## src/logic/fetch_pkg.sv

```systemverilog
`default_nettype none

package fetch_pkg;

  // Widest double-word address the load port can carry
  localparam int IMEM_ADDR_MAX = 12;

  typedef enum logic [1:0] {
    idle = 2'd0,
    busy = 2'd1,
    ctrl = 2'd2   // One cycle of quiet after an aborted access
  } fetch_state_e;

  typedef enum logic [1:0] {
    trap       = 2'd0,
    mret       = 2'd1,
    mispredict = 2'd2
  } redirect_kind_e;

  typedef struct packed {
    logic           valid;
    redirect_kind_e kind;
    logic [31:0]    target;
  } redirect_t;

  // Branch resolution from the back end
  typedef struct packed {
    logic        valid;
    logic        taken;
    logic [31:0] pc;
    logic [31:0] target;
  } btac_update_t;

  typedef struct packed {
    logic        hit;
    logic [31:0] target;  // Predicted next fetch address
    logic [31:0] pc;      // Address of the predicted branch
  } btac_out_t;

  typedef struct packed {
    logic        valid;
    logic        spec;    // Kills every response still in flight
    logic [31:0] addr;
  } imem_req_t;

  typedef struct packed {
    logic        ready;
    logic [63:0] rdata;
  } imem_rsp_t;

  // One instruction pair on its way to decode
  typedef struct packed {
    logic [31:0] pc;
    logic [63:0] rdata;
    logic        taken;
    logic [31:0] tpc;
  } fetch_packet_t;

  typedef struct packed {
    logic                     valid;
    logic [IMEM_ADDR_MAX-1:0] addr;  // Double-word index
    logic [63:0]              data;
  } mem_load_t;

endpackage

`default_nettype wire

```

## src/logic/btac.sv

```systemverilog
`default_nettype none
`timescale 1ns/10ps

module btac import fetch_pkg::*; #(
  parameter int BTAC_ENTRIES = 16  // Power of two, at least 2
) (
  input  wire logic         clock,
  input  wire logic         reset,
  input  wire logic [31:0]  lookup_pc,
  input  wire btac_update_t update,
  output btac_out_t         btac_out
);

  localparam int IDX_BITS = $clog2(BTAC_ENTRIES);
  localparam int TAG_BITS = 32 - 3 - IDX_BITS;

  logic [BTAC_ENTRIES-1:0] valid_q;
  logic [TAG_BITS-1:0]     tag_q    [BTAC_ENTRIES];
  logic [31:0]             target_q [BTAC_ENTRIES];

  logic [IDX_BITS-1:0]     rd_idx;
  logic [TAG_BITS-1:0]     rd_tag;
  logic [IDX_BITS-1:0]     wr_idx;
  logic [TAG_BITS-1:0]     wr_tag;
  logic                    rd_hit;
  logic                    wr_match;

  // Pairs are 8 bytes, so the index starts at bit 3
  assign rd_idx = lookup_pc[IDX_BITS+2:3];
  assign rd_tag = lookup_pc[31:IDX_BITS+3];
  assign wr_idx = update.pc[IDX_BITS+2:3];
  assign wr_tag = update.pc[31:IDX_BITS+3];

  assign rd_hit   = valid_q[rd_idx] && (tag_q[rd_idx] == rd_tag);
  assign wr_match = valid_q[wr_idx] && (tag_q[wr_idx] == wr_tag);

  assign btac_out = '{
    hit:    rd_hit,
    target: target_q[rd_idx],
    pc:     lookup_pc
  };

  always_ff @(posedge clock) begin
    if (!reset) begin
      valid_q <= '0;
    end else if (update.valid) begin
      if (update.taken) begin
        valid_q[wr_idx] <= 1'b1;
      end else if (wr_match) begin
        // Not taken any more, forget it
        valid_q[wr_idx] <= 1'b0;
      end
    end
  end

  always_ff @(posedge clock) begin
    if (update.valid && update.taken) begin
      tag_q[wr_idx]    <= wr_tag;
      target_q[wr_idx] <= update.target;
    end
  end

endmodule

`default_nettype wire

```

## config.mk

```make
export PLATFORM = sky130hd
export DESIGN_NAME = btac
export DESIGN_NICKNAME = d
export VERILOG_FILES = /design/src/logic/fetch_pkg.sv /design/src/logic/btac.sv
export SDC_FILE = /design/constraint.sdc
export NUM_CORES = 1
export LEC_CHECK = 0
export BUFFER_PORTS_ARGS = -buffer_cell sky130_fd_sc_hd__buf_2
export CORE_MARGIN = 2
export CORE_UTILIZATION = 56
export CTS_CLUSTER_DIAMETER = 40
export CTS_CLUSTER_SIZE = 24
export DETAILED_ROUTE_END_ITERATION = 8
export PLACE_DENSITY_LB_ADDON = 0.08
export SLEW_MARGIN = 10
export SYNTH_ARGS = -nofsm -noshare
export SYNTH_HDL_FRONTEND = slang
export SYNTH_SLANG_ARGS = --single-unit
```

## constraint.sdc

```tcl
create_clock -name clock -period 5.9 [get_ports clock]
set_clock_uncertainty 0.05 [all_clocks]
set_input_delay 1.18 -clock clock [delete_from_list [all_inputs] [get_ports clock]]
set_output_delay 1.18 -clock clock [all_outputs]
set_load 0.02 [all_outputs]
```

Yosys cells after proc, flatten, opt, wreduce, memory -nomap -nowiden
Memory sizes are Yosys's and may differ from the RTL's. Cells that the tools add are included.

Magnitude comparators: 3. Equal/unequal tests: 2. Muxes and demuxes: 10. Bitwise operators: 3. Reductions and logical operators: 6.

Operator list (number): 25-bit equality test (2); 16-bit 2-to-1 mux (2); 16-bit bitwise AND (1); 16-bit inverter (1); 16-bit bitwise OR (1); 4-bit by 5-bit less-than comparator with 1-bit output (second input constant) (2); 1-bit binary-select mux with 4-bit select (2); 1-bit 2-to-1 mux (5); 1-bit demux with 4-bit select (1); 4-bit by 1-bit greater-or-equal comparator with 1-bit output (second input constant) (1); 1-bit logical AND (4); 2-bit AND reduction (1); 2-bit nonzero test (1).

Register bits: 16. RAM bits: 912. Output and inout bits: 65. Logic and storage cells: 27. Memories: 2.

Memories: target_q (words 16, bits a word 32, rd ports 1, clocked after memory_dff 0, write ports 1, RTL line btac.sv:19) `logic [31:0] target_q [BTAC_ENTRIES];`; tag_q (words 16, bits a word 25, rd ports 2, clocked after memory_dff 0, write ports 1, RTL line btac.sv:18) `logic [TAG_BITS-1:0] tag_q [BTAC_ENTRIES];`.

Longest topological paths before layout
Word-level depth: 8. Mapped depth: 13. Mapped depth without buffers: 8.

Least setup slack after synthesis
Ideal clock, no wire load.

Path kind: input -> register. Start: input update[36] (netlist name). End: register with a tool-made name. Setup time: 0.071 ns. Arrival time: 5.493 ns. Data required time: 5.779 ns. Slack: 0.286 ns. Stages: 9. Buffers on the path: 5. Path through: buf_2 -> buf_2 -> inv_1 -> buf_2 -> clkbuf_1 -> or3_1 -> clkbuf_1 -> nor2_1 -> o221a_1.

RTL lines: from (decl) (RTL line btac.sv:10) `input wire btac_update_t update,`.

==> results.yml <==
setup_path:
  path_class: "in2out"
  cp-start-kind: "primary input"
  path_delay_family: "simple AND/OR/NAND/NOR gates"
  max_stage_delay_ns: 0.54
  critPathCaptureType: "output pin"
  ff2ff_path_depth: 8
  cp.arrival_ns: 4.20
  reg2reg_slack_ns: 2.48
  required_ns: 4.67
  crit_buf_inv: 3
  critical_path.cell_chain: "buf_8, buf_12, mux4_2, mux4_2, xor2_1, nor4_1, nand3_1, nor4_1, buf_2"
  r2r-start: "tag_q[15][20]"
  slowest_stage: "nor4_1"
  path_max_fanout: 18
logic_synthesis:
  synthAdderAreaFrac: 0
  ys.flop_type: "edfxtp_1"
  yosys-top-cells-count: "912 x edfxtp_1, 360 x mux4_2, 59 x mux2i_1"
  ys_seq_area_frac: 0.701
  synth-xor-area-share: 0.0131
  synth_simple_gate_area_frac: 0.0175
  syn_area_per_cell_um2: 21.8
  syn_area_um2: 39500
  synth_compound_area_frac: 0.0185
  postSynthCellCount: 1813
  synth_top_area_frac: 0.693
  synthArstFlopShare: 0
  synthTopCellsByArea: "edfxtp_1 69%, mux4_2 21%, mux2i_1 1.5%"
  synth_top_family_by_area: "multiplexers"
  synth.largest_area_cell: "edfxtp_1"
  yosys_warnings: 0
  synth.ff_latch_count: 928
  synth.most_common_cell: "edfxtp_1"
  synth_edf_count: 912
  synth_mux_area_frac: 0.230
  synth_cell_types: 58
  syn_nets: 1913
floorplan:
  die_area_um2: 72700
  design.core.area_um2: 69900
  die_x_um: 270
  io_pins: 165
  num_rows: 97
  dieHeight_um: 270
  start_util: 0.565
place:
  pre_cts_ws_ns: 0.539
  dp_hpwl_um: 53800
  dp.cells: 2836
  io_buffers: 155
  gp_congestion: 0.844
timing:
  setup_viol: 0
  worst_pin_slew_ns: 0.921
  hold_violations: 0
  fin_ws_ns: 0.472
  tns_ns: 0
  rsz0062_at_grt: "false"
  hold_ws_ns: 0.505
  maxSlewHeadroom: 0.384
  timing.final.crit_share: 0.920
  period_needed_ns: 5.43
  max_freq_ghz: 0.184
  finalMaxSlewViolations: 0
layout:
  final_nets: 2128
  fin_cells: 3080
  drive_gt1_frac: 0.393
  syn_to_final_growth_pct: 16.2
clocking:
  post_cts_buffers: 0
  htree_levels: 4
  cts_buffers: 130
  cts_buffer_depth: 3
  insertion_delay_ns: 0.70
  clockRootBuffer: "clkbuf_16"
  cts-resized-gates: 0
  clkSinkCount: 928
  cts_hold_buf: 0
  path_clk_slew_ns: 0.05
  tritoncts: "done"
global_routing:
  grt_pass1_vias: 21000
  grt_usage: 0.273
  grt_max_degree: 109
  antenna_found_initial: 10
  grt_pass1_wl_um: 142000
  overflow: 0
route:
  num_vias: 20200
  drt_first_iter_violations: 2342
  drc_errors: 0
  totalWireLength_um: 97300
  vias_per_cell: 6.54
  firstDrtPassIters: 5
  post_drt_wl_per_cell_um: 31.6
  drtAntennaViolNets: 0
power_and_ir_drop:
  p_seq_frac: 0.461
  p_leak_nw: 14.8
  power.share.clock: 0.475
  internal_power_w: 0.0124
  switchingPower_w: 0.00350
  finalPower_w: 0.0159
  p_sw_frac: 0.220
  combinationalPowerShare: 0.064
  power_density_nw_per_um2: 347
  peakVddDrop_mv: 0.266
hold_path:
  hold_class: "reg2reg"
  whs_path_depth: 1
job:
  drv_cap: 0
outcome:
  status: "finished clean"
## stage by stage
step | util | cell area [um^2]
global route | 0.656 | 45900
CTS | 0.656 | 45900
finish | 0.657 | 45900
global placement | 0.595 | 41600
detailed placement | 0.595 | 41600
floorplan | - | 39500
## power by group through the flow
stage                     combinational [W]  sequential (W)  clock (W)
after floorplan                    0.000656         0.00748          0
after detailed placement            0.00103         0.00748          0
after global placement              0.00101         0.00747          0
after global routing                0.00108         0.00735    0.00795
after CTS                           0.00103         0.00735    0.00767
final                               0.00102         0.00735    0.00757
## sequential cells by signal (all words and copies together) (netlist names), named ones only
signal and flops:
tag_q 400, target_q 512
## kinds of logic (layout without fill, tap and decap cells)
kind of cell | after synthesis | after routing
buf+inv | 150 | 469
other cells | 0 | 8
mux | 448 | 448
xor+xnor | 59 | 59
compound gates | 87 | 87
flops | 928 | 928
simple gates | 141 | 141
## layout by cell type, fill, tap and decap left out, types with 6 or more instances in the layout
cell / synthesis / final
nor2_1: 36 / 20
nand2_1: 42 / 42
bufinv_16: 0 / 10
nand2b_1: 9 / 9
buf_4: 38 / 57
clkinvlp_4: 0 / 15
nand3_1: 6 / 6
xor2_1: 24 / 24
a221oi_1: 11 / 11
mux2_2: 26 / 26
o22ai_1: 11 / 11
buf_2: 26 / 149
diode_2: 0 / 8
clkbuf_1: 44 / 15
a31oi_1: 7 / 7
clkinv_1: 1 / 19
edfxtp_1: 912 / 912
mux4_2: 360 / 360
clkinv_4: 0 / 14
inv_6: 0 / 13
buf_12: 1 / 17
xnor2_1: 35 / 35
nor4_1: 6 / 6
mux2i_1: 59 / 59
nand4_1: 10 / 10
dfxtp_1: 16 / 16
or3_1: 6 / 6
o221a_1: 16 / 16
nor2b_1: 8 / 8
clkinv_2: 0 / 12
clkbuf_16: 0 / 136
nor2_4: 0 / 16
## worst max path at each step
stage,cells after the start,startpoint,endpoint
2_1_floorplan,9,update[36],flop
3_3_place_gp,9,lookup_pc[3],btac_out[64]
3_5_place_dp,9,lookup_pc[3],btac_out[64]
4_1_cts,9,lookup_pc[3],btac_out[64]
5_1_grt,9,lookup_pc[3],btac_out[64]
6_report,9,lookup_pc[3],btac_out[64]
## layer usage
| metal | share of wire | vias up | track usage |
|---|---|---|---|
| met2 | 0.50 | 966 | 0.438 |
| met1 | 0.39 | 10700 | 0.373 |
| met4 | 0.028 | 8 | 0.0923 |
| met3 | 0.083 | 186 | 0.0671 |
| met5 | 0.00059 | - | 0 |
| li1 | - | 8260 | - |
## cell type report
class | count | area, um^2
clock inverters | 85 | 816
multi-input cells | 735 | 11100
fillers | 4618 | 24000
well taps | 940 | 1180
inverters | 6 | 22.5
repair buffers | 227 | 1570
flip-flops and latches | 928 | 27700
diodes | 8 | 20.0
clock buffers | 151 | 3460
## worst register-to-register path, stage by stage (launching register included)
cell and delay [ns]:
edfxtp_1 0.40, mux4_2 0.47, mux2i_1 0.21, xnor2_1 0.12, nor4_1 0.48, a41oi_1 0.18
a2111oi_2 0.63, nand4_1 0.40, o221a_1 0.34
(Power assumes the default switching activity.)
