File: config.mk
export PLATFORM = sky130hd
export DESIGN_NAME = fetch_queue
export DESIGN_NICKNAME = d
export VERILOG_FILES = /design/src/logic/fetch_pkg.sv /design/src/logic/fetch_queue.sv
export SDC_FILE = /design/constraint.sdc
export NUM_CORES = 1
export LEC_CHECK = 0
export BUFFER_PORTS_ARGS = -buffer_cell sky130_fd_sc_hd__buf_2
export CAP_MARGIN = 25
export CORE_AREA = 5 5 276 278
export DETAILED_ROUTE_END_ITERATION = 6
export DIE_AREA = 0 0 281 283
export GPL_TIMING_DRIVEN = 0
export PLACE_DENSITY = 0.73
export SYNTH_ARGS = -nofsm -noshare
export SYNTH_HDL_FRONTEND = slang
export SYNTH_SLANG_ARGS = --single-unit
File: constraint.sdc
create_clock -name clock -period 30.6 [get_ports clock]
set_input_delay 4.59 -clock clock [delete_from_list [all_inputs] [get_ports clock]]
set_output_delay 4.59 -clock clock [all_outputs]
set_load 0.05 [all_outputs]
File: src/logic/fetch_pkg.sv
`default_nettype none

package fetch_pkg;

  // Widest double-word address the load port can carry
  localparam int IMEM_ADDR_MAX = 12;

  typedef enum logic [1:0] {
    idle = 2'd0,
    busy = 2'd1,
    ctrl = 2'd2   // One cycle of quiet after an aborted access
  } fetch_state_e;

  typedef enum logic [1:0] {
    trap       = 2'd0,
    mret       = 2'd1,
    mispredict = 2'd2
  } redirect_kind_e;

  typedef struct packed {
    logic           valid;
    redirect_kind_e kind;
    logic [31:0]    target;
  } redirect_t;

  // Branch resolution from the back end
  typedef struct packed {
    logic        valid;
    logic        taken;
    logic [31:0] pc;
    logic [31:0] target;
  } btac_update_t;

  typedef struct packed {
    logic        hit;
    logic [31:0] target;  // Predicted next fetch address
    logic [31:0] pc;      // Address of the predicted branch
  } btac_out_t;

  typedef struct packed {
    logic        valid;
    logic        spec;    // Kills every response still in flight
    logic [31:0] addr;
  } imem_req_t;

  typedef struct packed {
    logic        ready;
    logic [63:0] rdata;
  } imem_rsp_t;

  // One instruction pair on its way to decode
  typedef struct packed {
    logic [31:0] pc;
    logic [63:0] rdata;
    logic        taken;
    logic [31:0] tpc;
  } fetch_packet_t;

  typedef struct packed {
    logic                     valid;
    logic [IMEM_ADDR_MAX-1:0] addr;  // Double-word index
    logic [63:0]              data;
  } mem_load_t;

endpackage

`default_nettype wire

File: src/logic/fetch_queue.sv
`default_nettype none
`timescale 1ns/10ps

module fetch_queue import fetch_pkg::*; #(
  parameter int QUEUE_DEPTH  = 8,
  parameter int CREDITS      = 4,
  parameter int IMEM_LATENCY = 2
) (
  input  wire logic          clock,
  input  wire logic          reset,
  input  wire logic          push,
  input  wire fetch_packet_t push_packet,
  input  wire logic          flush,
  output logic               almost_full,
  output logic               out_valid,
  output fetch_packet_t      out_packet,
  input  wire logic          credit_return
);

  localparam int PTR_BITS    = (QUEUE_DEPTH > 1) ? $clog2(QUEUE_DEPTH) : 1;
  localparam int CNT_BITS    = PTR_BITS + 1;
  localparam int CREDIT_BITS = $clog2(CREDITS + 1);

  fetch_packet_t          fifo_mem [QUEUE_DEPTH];
  logic [PTR_BITS-1:0]    rd_ptr;
  logic [PTR_BITS-1:0]    wr_ptr;
  logic [CNT_BITS-1:0]    count;
  logic [CREDIT_BITS-1:0] credits;
  logic                   pop;
  logic                   do_push;

  function automatic logic [PTR_BITS-1:0] next_ptr(input logic [PTR_BITS-1:0] ptr);
    if (ptr == PTR_BITS'(QUEUE_DEPTH - 1)) begin
      return '0;
    end
    return ptr + 1'b1;
  endfunction

  // Reserve a slot for every request that may still be in flight
  assign almost_full = (int'(count) + IMEM_LATENCY + 1) > QUEUE_DEPTH;
  assign out_valid   = (count != '0) && (credits != '0);
  assign out_packet  = fifo_mem[rd_ptr];
  assign pop         = out_valid;
  assign do_push     = push && !flush;

  always_ff @(posedge clock) begin
    if (!reset) begin
      rd_ptr  <= '0;
      wr_ptr  <= '0;
      count   <= '0;
      credits <= CREDIT_BITS'(CREDITS);
    end else begin
      credits <= credits - CREDIT_BITS'(pop) + CREDIT_BITS'(credit_return);
      if (flush) begin
        rd_ptr <= '0;
        wr_ptr <= '0;
        count  <= '0;
      end else begin
        if (do_push) wr_ptr <= next_ptr(wr_ptr);
        if (pop) rd_ptr <= next_ptr(rd_ptr);
        count <= count + CNT_BITS'(do_push) - CNT_BITS'(pop);
      end
    end
  end

  always_ff @(posedge clock) begin
    if (do_push) begin
      fifo_mem[wr_ptr] <= push_packet;
    end
  end

  // Decode never returns more than it was given
  credit_bound: assert property (
    @(posedge clock) disable iff (!reset)
      int'(credits) <= CREDITS
  );

endmodule

`default_nettype wire

After elaboration in Yosys (flattened, before gate mapping)
Memory sizes are Yosys's and may differ from the RTL's. A register that Yosys moved wholly into a read port is not among the register bits.
Cells that the tools add are included.

storage, ports and cells
  memories = 1
  output and inout bits = 131
  RAM bits = 1032
  flip-flop bits (word level) = 13
  logic and storage cells = 39
  bits of input ports = 134

operators by class
  equality and inequality tests = 2
  reduce and logical (&&, ||, !) cells = 6
  add/subtract/negate cells = 8
  mux-type cells = 16
  magnitude comparators = 1
  bitwise gates (word level) = 1

memory list
  name      words  bits a word  read ports  clocked after Yosys merged registers in  write ports  RTL line           source
  fifo_mem  8      129          1           1                                        1            fetch_queue.sv:24  fetch_packet_t fifo_mem [QUEUE_DEPTH];

operator list
  kind                                                                             number
  3-bit 2-to-1 mux                                                                 6
  1-bit 2-to-1 mux                                                                 10
  3-bit by 1-bit adder with 3-bit output, second input constant                    2
  5-bit by 1-bit adder with 6-bit output, second input constant                    1
  3-bit equality test, second input constant                                       2
  6-bit by 4-bit greater-than comparator with 1-bit output, second input constant  1
  4-bit by 2-bit adder with 5-bit output, second input constant                    1
  4-bit by 1-bit adder with 4-bit output                                           1
  4-bit nonzero test                                                               1
  4-bit by 1-bit subtractor with 4-bit output                                      1
  3-bit by 1-bit adder with 3-bit output                                           1
  3-bit nonzero test                                                               1
  3-bit by 1-bit subtractor with 3-bit output                                      1
  1-bit logical AND                                                                2
  2-bit OR reduction                                                               1
  1-bit zero test                                                                  1
  1-bit inverter                                                                   1

Longest topological paths before layout
  depth in word-level cells = 8
  depth in mapped cells = 10
  gate-level depth less buffers = 10

Least setup slack after synthesis
OpenSTA, ideal clock, no wires.

  path kind = in2reg
  start = in push
  end = mem fifo_mem[0][0] in the netlist's numbering, enable pin
  data arrival time = 13688 ps
  setup slack = 16137 ps
  data required time = 29825 ps
  stages on the path = 3
  path through = nor2b_1 nand2b_1 nor3_1

on the way
  cells in the longest elaborated chain, start to end = 3

RTL lines
  element                                 RTL line           source
  start, declared                         fetch_queue.sv:11  input wire logic push,
  1-bit logical AND                       fetch_queue.sv:44  assign do_push = push && !flush;
  1-bit 2-to-1 mux                        fetch_queue.sv:67  if (do_push) begin
  1-bit 2-to-1 mux (implied by the code)  fetch_queue.sv:68  fifo_mem[wr_ptr] <= push_packet;
  end, declared                           fetch_queue.sv:24

No other way between the ends.

==> metrics.cfg <==
[floorplan]
rows=100
die_h_um=283
fp.dieArea_sq_um=79500
start_util_pct=54.4
fp.coreArea_sq_um=73700
dieWidth_um=281
ioPinCount=265

[yosys]
ys_top_cells_by_count=edfxtp_1, mux4_2, mux2_2
yosysWarningCount=0
synth_nets=1743
synth_cells=1595
synth.largest_area_cell=edfxtp_1
ys_seq_area_share_pct=78.1
post-synth-top-count-cell=edfxtp_1
synthArstFlopShare_pct=0
yosysTopAreaCellShare_pct=77.3
avgSynthCellArea_sq_um=25.1
synth_ff_type=edfxtp_1
syn-cell-area_sq_um=40100
synthTopCellsByArea=edfxtp_1, mux4_2, mux4_1
synth-edff-count=1032
synth.distinct_cells=33
ys_seq_elements=1048

[clocking]
cts_resized=0
clock_latency_ns=0.65
clk_pin_slew_ns=0.06
postCtsSetupBuffers=0
ctsHtreeMaxLevel=3
clockBufferDepth=3
cts.sinks=1048
cts-root-buf=clkbuf_16
hold_buffers=0
cts_tree=yes
cts_buffers=102

[timing]
max_slew_margin_pct=43.7
rsz0062_at_grt=false
finalCritPeriodShare_pct=25.6
setup_viol=0
clock.fmax_mhz=128
finalMaxSlewViolations=0
hold_slack_ns=0.551
worst_pin_slew_ns=0.845
skew_ns=0.0374
fin_tns_setup_ns=0
finalHoldViolCount=0
period_minus_slack_ns=7.84
worst_slack_ns=22.76

[global_route]
grt_antenna_before_repair=16
grt_overflow=0
grt_pass1_wl_mm=126
grt_max_degree=27
grt_pass1_vias=19600
grtUsageTotal_pct=21.3

[cells_and_area]
area_growth_pct=18.3
fillCellCount=4733
seqCellArea_sq_um=31300
multi_input_area_sq_um=8280
drive_gt1_share_pct=38.7
nNetsFinal=2185
fin_util_pct=64.4

[detailed_routing]
dr.pass1.iters=5
drt-met1-wl_mm=34.0
wl_met3_mm=5.65
via_per_inst=5.93
initialDrtViolationCount=1452
routed.top_layer=met5
antenna_left=0
drt-total-wl_mm=84.5
met2_length_mm=42.7
remaining_drc_errors=0
vias=18400
wl_per_cell_um=27.3

[setup_path]
critPathRequiredTime_ns=26.01
cpMostUsedCell=buf_2
slowest_delay_ns=0.64
critPathLaunchType=flop
worstPathMaxFanout=10
worst-path-buf-inv=4
crit_path_end_kind=primary output
path_cells=buf_2, buf_2, clkbuf_1, mux4_2, mux2_2, buf_2
slowest_stage=clkbuf_1
cp.arrival_ns=3.25
criticalPathCategory=reg -> out
critical-path-top-delay-family=buffers and inverters

[placed_design]
dp_hpwl_mm=55.5
gpl.final_weighted_congestion=0.709
port_buffers=264
pre_cts_ws_ns=23.21

[hold_path]
hold_path.class=reg -> reg

[outcome]
status=finished, final reports clean

[pwr]
power.total_mw=3.32
cellLeakagePower_nw=15.5
ir_drop_uv=50.0
p_per_area_nw_per_um2=70.0

[flow_run]
drv_cap=0

==> kinds of logic (layout without fill, tap and decap cells) <==
logic type,Yosys count,after routing,synth area share [%]
simple gates,41,41,0.524
other cells,0,10,0
compound gates,16,16,0.218
flops,1048,1048,78.1
mux,390,390,19.2
fa+ha+maj,14,14,0.474
buf+inv,80,604,1.38
xor+xnor,6,6,0.131
==> state kept, by name, indices dropped and copies added (netlist names), named ones only <==
name	flops
count	4
credits	3
fifo_mem	1032
rd_ptr	3
wr_ptr	3
==> final cells by class <==
class	instances	share of cell area [%]
Sequential cell	1048	66.0
Multi-Input combinational cell	467	17.5
Clock buffer	130	5.82
Timing Repair Buffer	338	5.50
Tap cell	969	2.56
Clock inverter	56	1.44
Buffer	73	1.11
Inverter	7	0.0554
Antenna cell	10	0.0528
==> metal layers <==
layer / GRT usage [%] / vias up
met2: 35.4 / 578
met3: 4.80 / 143
met4: 5.92 / 16
met1: 28.9 / 9785
li1: - / 7848
met5: 0 / -
==> final timing paths <==
| check | start | to | slack (ns) | cells after the start |
|---|---|---|---|---|
| setup / recovery | flop | out_packet[67] | 22.76 | 6 |
| hold / removal | credits[2] | credits[2] | 0.55 | 2 |
| setup reg to reg | count[2] | credits[2] | 27.98 | 10 |
| hold reg to reg | credits[2] | credits[2] | 0.55 | 2 |
==> power breakdown <==
part	switching, mW	total (mW)	internal [mW]
clock	0.510	1.28	0.770
combinational	0.295	0.437	0.143
sequential	0.00857	1.60	1.59
total	0.813	3.32	2.51
==> worst register-to-register path, cell delays in order (launching register included) <==
cell and delay, ns:
dfxtp_1 0.36, inv_1 0.10, ha_1 0.18, nor3b_1 0.49
or3_1 0.23, nand2_1 0.06, ha_1 0.20, fa_1 0.42
xnor2_1 0.25, xnor2_1 0.15, nand2_1 0.07
==> layout by cell type, fill, tap and decap left out, drive strengths merged, types with 2 or more instances in the layout <==
cell | Yosys | final
a21oi | 9 | 9
and2 | 3 | 3
buf | 52 | 390
bufinv | 0 | 16
clkbuf | 19 | 149
clkinv | 0 | 34
clkinvlp | 0 | 3
dfxtp | 16 | 16
diode | 0 | 10
dlymetal6s2s | 2 | 2
edfxtp | 1032 | 1032
fa | 2 | 2
ha | 12 | 12
inv | 7 | 10
mux2 | 129 | 129
mux2i | 3 | 3
mux4 | 258 | 258
nand2 | 7 | 7
nand2b | 5 | 5
nand3 | 2 | 2
nor2 | 12 | 12
nor2b | 2 | 2
nor3 | 3 | 3
nor3b | 2 | 2
o21ai | 5 | 5
or3 | 2 | 2
xnor2 | 4 | 4
xor2 | 2 | 2
==> stage by stage <==
step,cell area [sq um],instances
3_5_place_dp,44000,2902
6_report,47400,3098
2_1_floorplan,40100,1595
3_3_place_gp,42600,2828
5_1_grt,47400,3091
4_1_cts,47400,3088
No activity file was read; power rests on OpenSTA's default activity.
