$ cat config.mk
export PLATFORM = sky130hd
export DESIGN_NAME = fetch_stage
export DESIGN_NICKNAME = d
export VERILOG_FILES = /design/src/logic/fetch_pkg.sv /design/src/logic/fetch_stage.sv
export SDC_FILE = /design/constraint.sdc
export NUM_CORES = 1
export LEC_CHECK = 0
export BUFFER_PORTS_ARGS = -buffer_cell sky130_fd_sc_hd__buf_2
export CAP_MARGIN = 25
export CORE_AREA = 2 2 140 142
export DETAILED_ROUTE_END_ITERATION = 8
export DIE_AREA = 0 0 142 144
export HOLD_SLACK_MARGIN = 0.12
export PLACE_DENSITY = 0.66
export SKIP_CTS_REPAIR_TIMING = 1
export SLEW_MARGIN = 20
export SYNTH_ARGS = -nofsm -noshare
export SYNTH_HDL_FRONTEND = slang
export SYNTH_SLANG_ARGS = --single-unit
$ cat constraint.sdc
create_clock -name clock -period 4 [get_ports clock]
set_input_delay 1.2 -clock clock [delete_from_list [all_inputs] [get_ports clock]]
set_output_delay 1.2 -clock clock [all_outputs]
set_load 0.01 [all_outputs]
$ cat src/logic/fetch_pkg.sv
`default_nettype none

package fetch_pkg;

  // Widest double-word address the load port can carry
  localparam int IMEM_ADDR_MAX = 12;

  typedef enum logic [1:0] {
    idle = 2'd0,
    busy = 2'd1,
    ctrl = 2'd2   // One cycle of quiet after an aborted access
  } fetch_state_e;

  typedef enum logic [1:0] {
    trap       = 2'd0,
    mret       = 2'd1,
    mispredict = 2'd2
  } redirect_kind_e;

  typedef struct packed {
    logic           valid;
    redirect_kind_e kind;
    logic [31:0]    target;
  } redirect_t;

  // Branch resolution from the back end
  typedef struct packed {
    logic        valid;
    logic        taken;
    logic [31:0] pc;
    logic [31:0] target;
  } btac_update_t;

  typedef struct packed {
    logic        hit;
    logic [31:0] target;  // Predicted next fetch address
    logic [31:0] pc;      // Address of the predicted branch
  } btac_out_t;

  typedef struct packed {
    logic        valid;
    logic        spec;    // Kills every response still in flight
    logic [31:0] addr;
  } imem_req_t;

  typedef struct packed {
    logic        ready;
    logic [63:0] rdata;
  } imem_rsp_t;

  // One instruction pair on its way to decode
  typedef struct packed {
    logic [31:0] pc;
    logic [63:0] rdata;
    logic        taken;
    logic [31:0] tpc;
  } fetch_packet_t;

  typedef struct packed {
    logic                     valid;
    logic [IMEM_ADDR_MAX-1:0] addr;  // Double-word index
    logic [63:0]              data;
  } mem_load_t;

endpackage

`default_nettype wire

$ cat src/logic/fetch_stage.sv
`default_nettype none
`timescale 1ns/10ps

module fetch_stage import fetch_pkg::*; #(
  parameter logic [31:0] RESET_PC     = 32'h0000_0000,
  parameter int          IMEM_LATENCY = 2
) (
  input  wire logic          clock,
  input  wire logic          reset,
  input  wire redirect_t     redirect,
  input  wire btac_out_t     btac_out,
  output logic [31:0]        lookup_pc,
  output imem_req_t          imem_req,
  input  wire imem_rsp_t     imem_rsp,
  input  wire logic          almost_full,
  output logic               push,
  output fetch_packet_t      push_packet,
  output logic               flushing
);

  // What travels alongside a request until its data comes back
  typedef struct packed {
    logic [31:0] pc;
    logic        taken;
    logic [31:0] tpc;
  } fetch_tag_t;

  fetch_state_e state_q;
  fetch_state_e state_d;
  logic [31:0]  pc_q;
  logic [31:0]  pc_d;
  logic [31:0]  issue_pc;
  logic         req_valid;
  fetch_tag_t   tag_q [IMEM_LATENCY];

  always_comb begin
    issue_pc  = redirect.valid ? redirect.target : pc_q;
    req_valid = 1'b0;
    state_d   = state_q;

    if (redirect.valid) begin
      // Back end wins over everything, request goes out this cycle
      req_valid = 1'b1;
      state_d   = ctrl;
    end else begin
      case (state_q)
        idle: begin
          state_d = busy;
        end
        busy: begin
          req_valid = !almost_full;  // Hold pc while the queue has no room
        end
        ctrl: begin
          state_d = busy;
        end
        default: begin
          state_d = idle;
        end
      endcase
    end

    pc_d = pc_q;
    if (req_valid) begin
      if (btac_out.hit) begin
        pc_d = btac_out.target;
      end else begin
        pc_d = issue_pc + 32'd8;
      end
    end
  end

  assign lookup_pc = issue_pc;
  assign flushing  = redirect.valid;

  assign imem_req = '{
    valid: req_valid,
    spec:  redirect.valid,
    addr:  issue_pc
  };

  // Old-stream data arriving during a redirect is dropped
  assign push = imem_rsp.ready && !redirect.valid;

  assign push_packet = '{
    pc:    tag_q[IMEM_LATENCY-1].pc,
    rdata: imem_rsp.rdata,
    taken: tag_q[IMEM_LATENCY-1].taken,
    tpc:   tag_q[IMEM_LATENCY-1].tpc
  };

  always_ff @(posedge clock) begin
    if (!reset) begin
      state_q <= idle;
      pc_q    <= RESET_PC;
    end else begin
      state_q <= state_d;
      pc_q    <= pc_d;
    end
  end

  // Shifts in step with the memory pipeline
  always_ff @(posedge clock) begin
    tag_q[0] <= '{
      pc:    issue_pc,
      taken: btac_out.hit,
      tpc:   btac_out.hit ? btac_out.pc : 32'h0
    };
    for (int i = 1; i < IMEM_LATENCY; i++) begin
      tag_q[i] <= tag_q[i-1];
    end
  end

  // Every pushed pair was requested with room in the queue, or after a flush
  push_had_room: assert property (
    @(posedge clock) disable iff (!reset)
      push |-> $past(imem_req.valid && (imem_req.spec || !almost_full), IMEM_LATENCY)
  );

endmodule

`default_nettype wire

# After elaboration in Yosys (flattened, before gate mapping)
# Memories as Yosys holds them, arrays and structs flattened.
# Cells that the tools add are included.
[totals]
ff_bits = 34
latchBits = 0
ram_bits = 130
rom_bits = 0
inputBits = 168
word_cells = 22
n_memories = 1
[mem_list]
columns = ["name", "words", "word_bits", "rd", "rd_ports_with_merged_regs", "wr", "line", "text"]
rows = [
  ["tag_q", 2, 65, 2, 0, 2, "fetch_stage.sv:34", "fetch_tag_t tag_q [IMEM_LATENCY];"],
]
[classes]
n_addsub = 1
multipliers = 0
n_div = 0
order_cmp = 0
n_eq_ne = 3
n_shift = 0
n_mux = 7
bitwise = 1
n_reduce_logical = 6
[op_table]
columns = ["cell", "n"]
rows = [
  ["two-way mux 32 bit", 3],
  ["adder 32 x 4 -> 32 bit (second input constant)", 1],
  ["case mux 2 bit (2 select lines)", 1],
  ["OR reduction 2 bit", 2],
  ["equality test 2 x 1 -> 1 bit (second input constant)", 1],
  ["equality test 2 bit (second input constant)", 1],
  ["zero test 1 bit", 2],
  ["zero test 2 bit", 1],
  ["two-way mux 1 bit", 2],
  ["two-way mux 2 bit", 1],
  ["inequality test 2 bit (second input constant)", 1],
  ["logical AND 1 bit", 1],
  ["inverter 1 bit", 1],
]

# Logic depth before layout (Yosys ltp)
# Gate-level depths: netlist of the first run.
[depth]
word_depth = 4
mapped_depth = 13
mapped_depth_nobuf = 8

# Worst setup path before layout of the first run
# Ideal clock, no wire load.
[synth_timing]
kind = "input to output"
from = "input redirect[34] (netlist name)"
to = "output lookup_pc[4]"
arrival_ps = 2664
t_required_ps = 2800
path_slack_ps = 136
stages = 7
cell_sequence = "buf_6 buf_4 buf_4 buf_2 clkbuf_1 mux2_2 buf_4"
[synth_rtl]
columns = ["item", "line", "text"]
rows = [
  ["from (decl)", "fetch_stage.sv:10", "input wire redirect_t redirect,"],
  ["to (decl)", "fetch_stage.sv:12", "output logic [31:0] lookup_pc,"],
]

==> results of run 1 <==
==> sequential cells by signal, indices dropped and copies added, names as in the netlist <==
name and cells:
state_q 2, pc_q 32, tag_q 130
==> kinds of logic after synthesis <==
logic type	share of synthesized area (%)
AOI/OAI and AO/OA	8.43
xor gates and xnor gates	3.03
adders and majority gates	0.188
buffers and inverters	20.7
DFF	49.4
muxes	5.27
and+or+nand+nor	13.0
==> layer usage <==
layer	vias up	wire (um)	GRT usage, %
li1	2205	-	-
met2	216	7210	24.3
met5	-	7	0
met1	2144	6630	17.6
met3	30	1390	6.19
met4	2	293	6.26
==> cells in the final DEF, fill, tap and decap left out, types with 12 or more instances in the layout <==
master,instances
a21oi_1,32
dfxtp_1,164
nor2_1,18
mux2_2,23
o21ai_0,13
buf_2,234
clkbuf_16,17
nand3b_1,12
nand2_1,27
nand3_1,19
and2_1,35
xnor2_1,18
==> worst register-to-register path: stages (launching register included) <==
cell      delay (ns)
dfxtp_1         0.41
mux2_2          0.25
ha_1            0.25
nand4b_1        0.16
a21oi_2         0.25
nand4_1         0.37
nor3_1          0.36
xnor2_1         0.15
a21oi_1         0.08
==> cell type report <==
class	count	share of cell area, %
flip-flops and latches	164	43.8
multi-input cells	297	26.5
repair buffers	244	16.8
clock buffers	17	5.68
well taps	238	3.98
clock inverters	15	2.62
inverters	8	0.401
diodes	4	0.134
==> report_power, final <==
group	leakage [nW]	total (W)	internal (W)	switching (W)
Combinational	1.80	0.000444	0.000196	0.000248
Sequential	1.37	0.00180	0.00175	0.0000427
Clock	0.301	0.00167	0.000861	0.000807
==> final timing paths <==
check | end | slack, ns | depth (start not counted)
worst max register to register | pc_q[29] | 1.61 | 8
worst min-delay path | tag_q[0][89] | 0.32 | 0
worst max-delay path | imem_req[7] | 0.34 | 5
worst min register to register | tag_q[0][89] | 0.32 | 0
==> through the flow <==
stage | setup slack (ns) | total power, W | cell area (um^2) | std cells
floorplan | 0.136 | 0.00223 | 6650 | 659
global placement | 0.315 | 0.00228 | 6860 | 951
detailed placement | 0.290 | 0.00228 | 6860 | 951
CTS | 0.315 | 0.00396 | 7480 | 983
global route | 0.205 | 0.00408 | 7480 | 984
finish | 0.336 | 0.00391 | 7490 | 987
==> run_results.csv, run 1 <==
group,metric,value,unit
worst_setup_path,crit_buf_inv,4,
timing,rsz0062_at_grt,"false",
grt,grt_max_degree,46,
floorplan,coreArea,19100,um^2
yosys,yosysTopAreaCell,"dfxtp_1",
floorplan,die_h,144,um
worst_setup_path,arrival,2.46,ns
yosys,synth_top_area_share,49.4,%
floorplan,die-area,20400,um^2
placement,post-dp-hpwl,11400,um
grt,grt_pass1_wl,23200,um
finish,final_layout_size_suffix_gt1_share,41.1,%
worst_setup_path,critPathKind,"input pin to output pin",
worst_setup_path,path_cells,"buf_2, buf_4, mux2i_1, inv_1, buf_2",
finish,seqCellArea,3280,um^2
finish,nNetsFinal,901,
timing,hold_viol_final,0,
drt,via_per_inst,4.66,
drt,wl_per_cell,15.7,um
yosys,ys_async_sr_fraction,0,%
finish,multi_input_area,1990,um^2
finish,fill_cells,1892,
floorplan,die_w,142,um
timing,max_slew.worst_pin.slew,0.721,ns
worst_setup_path,path_common_cell,"buf_2",
yosys,postSynthCellCount,659,
floorplan,row_count,51,
hold_path,min_path_type,"register to register",
run,cap_violations,0,
grt,grt_pass1_vias,4360,
drt,drc,0,
timing,drv_slew,0,
timing,max_freq,0.273,GHz
cts,clk_latency,0.42,ns
pwr,p_leak,3.47,nW
cts,htreeDepth,4,
hold_path,min_from,"tag_q[0][24]",
yosys,synth_area_per_cell,10.1,um^2
timing,fin_skew,0.00930,ns
worst_setup_path,crit_family,"buffers and inverters",
yosys,ys_seq_area_share,49.4,%
yosys,yosys-top-cells-count,"buf_4 (166), dfxtp_1 (164), and2_1 (35)",
placement,place.gp.congestion,0.785,
grt,gr-total-overflow,0,
worst_setup_path,critPathMaxStageDelay,0.35,ns
timing,holdWs,0.323,ns
outcome,status,"finished, final reports clean",
worst_setup_path,crit_path_start_kind,"input pin",
yosys,synthFlopType,"dfxtp_1",
worst_setup_path,required,2.80,ns
yosys,yosysUniqueCellTypes,47,
worst_setup_path,cp_slowest_cell,"mux2i_1",
timing,setup-tns-final,0,ns
worst_setup_path,r2r-start,"pc_q[3]",
yosys,synth.most_common_cell,"buf_4",
timing,setup_viol,0,
cts,cts_root_buf,"clkbuf_16",
yosys,synth_edf_count,0,
drt,vias,4597,
cts,cts_buffer_depth,2,
drt,firstDrtPassIters,5,
yosys,synth_area,6650,um^2
worst_setup_path,crit_start,"redirect[34]",
yosys,yosys-top-cells-area,"dfxtp_1 (49%), buf_4 (19%), mux2_2 (3.9%)",
grt,antenna_found_initial,3,
floorplan,ioPinCount,365,
yosys,yosys_warnings,0,
grt,track_usage,15.0,%
drt,ant_nets,0,
worst_setup_path,worst_setup_path_end_kind,"output pin",
yosys,syn_nets,828,
worst_setup_path,cp_max_fo,23,
cts,path_clk_slew,0.07,ns
finish,fin_util,39.3,%
timing,post-route-min-period,3.66,ns
placement,io_buffers,234,
floorplan,start_util,34.8,%
timing,slew_headroom,51.9,%
cts,cts_made_buffers,17,
drt,routed_wl,15500,um
yosys,synth-seq-cells,164,
cts,cts_tree,"yes",
drt,dr.first_iter.drc_count,200,
pwr,power_density,522,nW/um^2
pwr,peakVddDrop,0.276,mV
cts,numClockSinks,164,
timing,period_share,91.6,%
finish,syn_to_final_growth,12.7,%
(Power assumes the default switching activity.)
==> inputs of run 2 (changes only) <==
CELL_PAD_IN_SITES_DETAIL_PLACEMENT = 1   (was not set)
CELL_PAD_IN_SITES_GLOBAL_PLACEMENT = 2   (was not set)
CORE_AREA = not set   (was 2 2 140 142)
CORE_MARGIN = 2   (was not set)
CORE_UTILIZATION = 25   (was not set)
DIE_AREA = not set   (was 0 0 142 144)
PLACE_DENSITY = not set   (was 0.66)
PLACE_DENSITY_LB_ADDON = 0.1   (was not set)
==> run 2 against run 1 <==
Against the previous run:
- critical path depth stayed put
- via count is 1.5% higher
- largest cell class unchanged
- clock power hardly changed
- setup slack better by 0.099 ns
- sequential share of layout area is 0.44 points lower
- register-to-register slack worse by 0.19 ns
- global-route usage is 1.6 points lower
- combinational power is 2% higher
- highest routed layer unchanged
- critical endpoint is now imem_req[18]
==> run_results.csv, run 2 (synthesis results as in run 1) <==
group,metric,value,unit
floorplan,ioPinCount,365,
placement,place.gp.congestion,0.714,
pwr,peakVddDrop,0.187,mV
drt,wl_per_cell,17.8,um
pwr,p_clk_share,42.3,%
timing,holdWs,0.324,ns
floorplan,coreArea,26100,um^2
cts,clk_latency,0.43,ns
drt,vias,4666,
drt,drc,0,
worst_setup_path,worst_setup_path_end_kind,"output pin",
pwr,pwr-share-seq,46.0,%
worst_setup_path,required,2.80,ns
worst_setup_path,r2r-start,"pc_q[3]",
pwr,power_density,516,nW/um^2
timing,max_freq,0.281,GHz
pwr,p_leak,3.46,nW
floorplan,die_w,167,um
cts,numClockSinks,164,
worst_setup_path,arrival,2.36,ns
finish,final_common_cell,"buf_2",
pwr,p_sw,0.00109,W
worst_setup_path,r2r_cells,8,
hold_path,min_from,"tag_q[0][7]",
drt,dr.first_iter.drc_count,170,
finish,largest_register_ff_count,130,
cts,cts_root_buf,"clkbuf_16",
floorplan,row_count,59,
worst_setup_path,cp_max_fo,49,
timing,period_share,89.1,%
timing,post-route-min-period,3.56,ns
timing,slew_headroom,38.6,%
finish,nNetsFinal,900,
grt,antenna_found_initial,2,
grt,grt_pass1_vias,4878,
hold_path,min_to,"tag_q[0][72]",
finish,syn_to_final_growth,13.8,%
timing,rsz0062_at_grt,"false",
timing,drv_slew,0,
timing,setup-tns-final,0,ns
worst_setup_path,reg2reg_to,"pc_q[29]",
cts,cts_made_buffers,17,
grt,gr-total-overflow,0,
timing,setup_viol,0,
run,cap_violations,0,
worst_setup_path,rrSetupSlack,1.42,ns
outcome,status,"finished, final reports clean",
pwr,swShare,28.1,%
worst_setup_path,critPathKind,"input pin to output pin",
grt,grt_pass1_wl,28800,um
placement,post-dp-hpwl,14100,um
finish,regMostFlops,"tag_q",
hold_path,whs_path_depth,0,
drt,via_per_inst,4.32,
floorplan,start_util,25.5,%
cts,path_clk_slew,0.07,ns
floorplan,die_h,167,um
drt,firstDrtPassIters,6,
drt,routed_wl,19300,um
cts,cts_tree,"yes",
grt,grt_max_degree,50,
cts,htreeDepth,4,
hold_path,min_path_type,"register to register",
cts,cts_buffer_depth,2,
drt,ant_nets,0,
timing,fin_skew,0.0130,ns
pwr,internal_power,0.00281,W
finish,layout_common_cells,"buf_2 (234), dfxtp_1 (164), and2_1 (35), a21oi_1 (32), nand2_1 (27)",
finish,top_regs,"tag_q: 130 flops, pc_q: 32 flops, state_q: 2 flops",
pwr,combPwrFrac,11.7,%
placement,post-place-cells,1047,
timing,max_slew.worst_pin.slew,0.921,ns
timing,hold_viol_final,0,
finish,final_layout_size_suffix_gt1_share,41.0,%
worst_setup_path,crit_path_start_kind,"input pin",
placement,io_buffers,234,
grt,track_usage,13.4,%
floorplan,die-area,27900,um^2
finish,finalNonFillerCells,1080,
-- run 2: cell count changes in the layout (fill, tap and decap cells not counted), sizes merged --
cell,previous run,this run
diode,4,1
clkinv,8,5
clkbuf,17,18
inv,15,17
buf,244,243
-- run 2: critical path: stages --
cell and delay [ns]:
buf_2 0.17, buf_12 0.24, mux2i_1 0.36, inv_1 0.15
buf_2 0.18
-- run 2: worst max path at each step --
stage	start	to	slack (ns)
after floorplan	redirect[34]	lookup_pc[4]	0.14
after global placement	redirect[34]	pc_q[29]	0.35
after detailed placement	redirect[34]	pc_q[29]	0.31
after CTS	redirect[34]	lookup_pc[20]	0.41
after global routing	redirect[34]	lookup_pc[20]	0.34
final	redirect[34]	imem_req[18]	0.44
-- run 2: area by class of cell --
type,instances,area (um^2)
timing repair buffer,243,1250
fill,3016,18500
inverter,8,30.0
antenna,1,2.50
multi-input combinational,297,1990
clock buffer,18,439
tap,335,419
sequential,164,3280
clock inverter,14,153
-- run 2: power by group through the flow --
stage	logic (W)	clock network (W)	registers, W
global route	0.000501	0.00179	0.00181
detailed placement	0.000465	0	0.00184
floorplan	0.000412	0	0.00182
CTS	0.000467	0.00172	0.00180
global placement	0.000464	0	0.00183
finish	0.000455	0.00165	0.00180
-- run 2: per-stage QoR --
| stage | worst slack [ns] | power [W] | util [%] | instance area, um^2 |
|---|---|---|---|---|
| 2_1_floorplan | 0.136 | 0.00223 | - | 6650 |
| 3_3_place_gp | 0.353 | 0.00230 | 26.8 | 6970 |
| 3_5_place_dp | 0.308 | 0.00230 | 26.8 | 6970 |
| 4_1_cts | 0.413 | 0.00399 | 29.0 | 7560 |
| 5_1_grt | 0.344 | 0.00410 | 29.0 | 7560 |
| 6_report | 0.435 | 0.00390 | 29.0 | 7570 |
-- run 2: routing by layer --
metal	part of all wire (%)	track usage, %	up-vias	routed length, um
met5	0.068	0	-	13
met4	1.7	4.50	2	324
met3	6.4	3.64	51	1230
met2	48	22.4	180	9170
met1	44	16.7	2230	8510
li1	-	-	2203	-
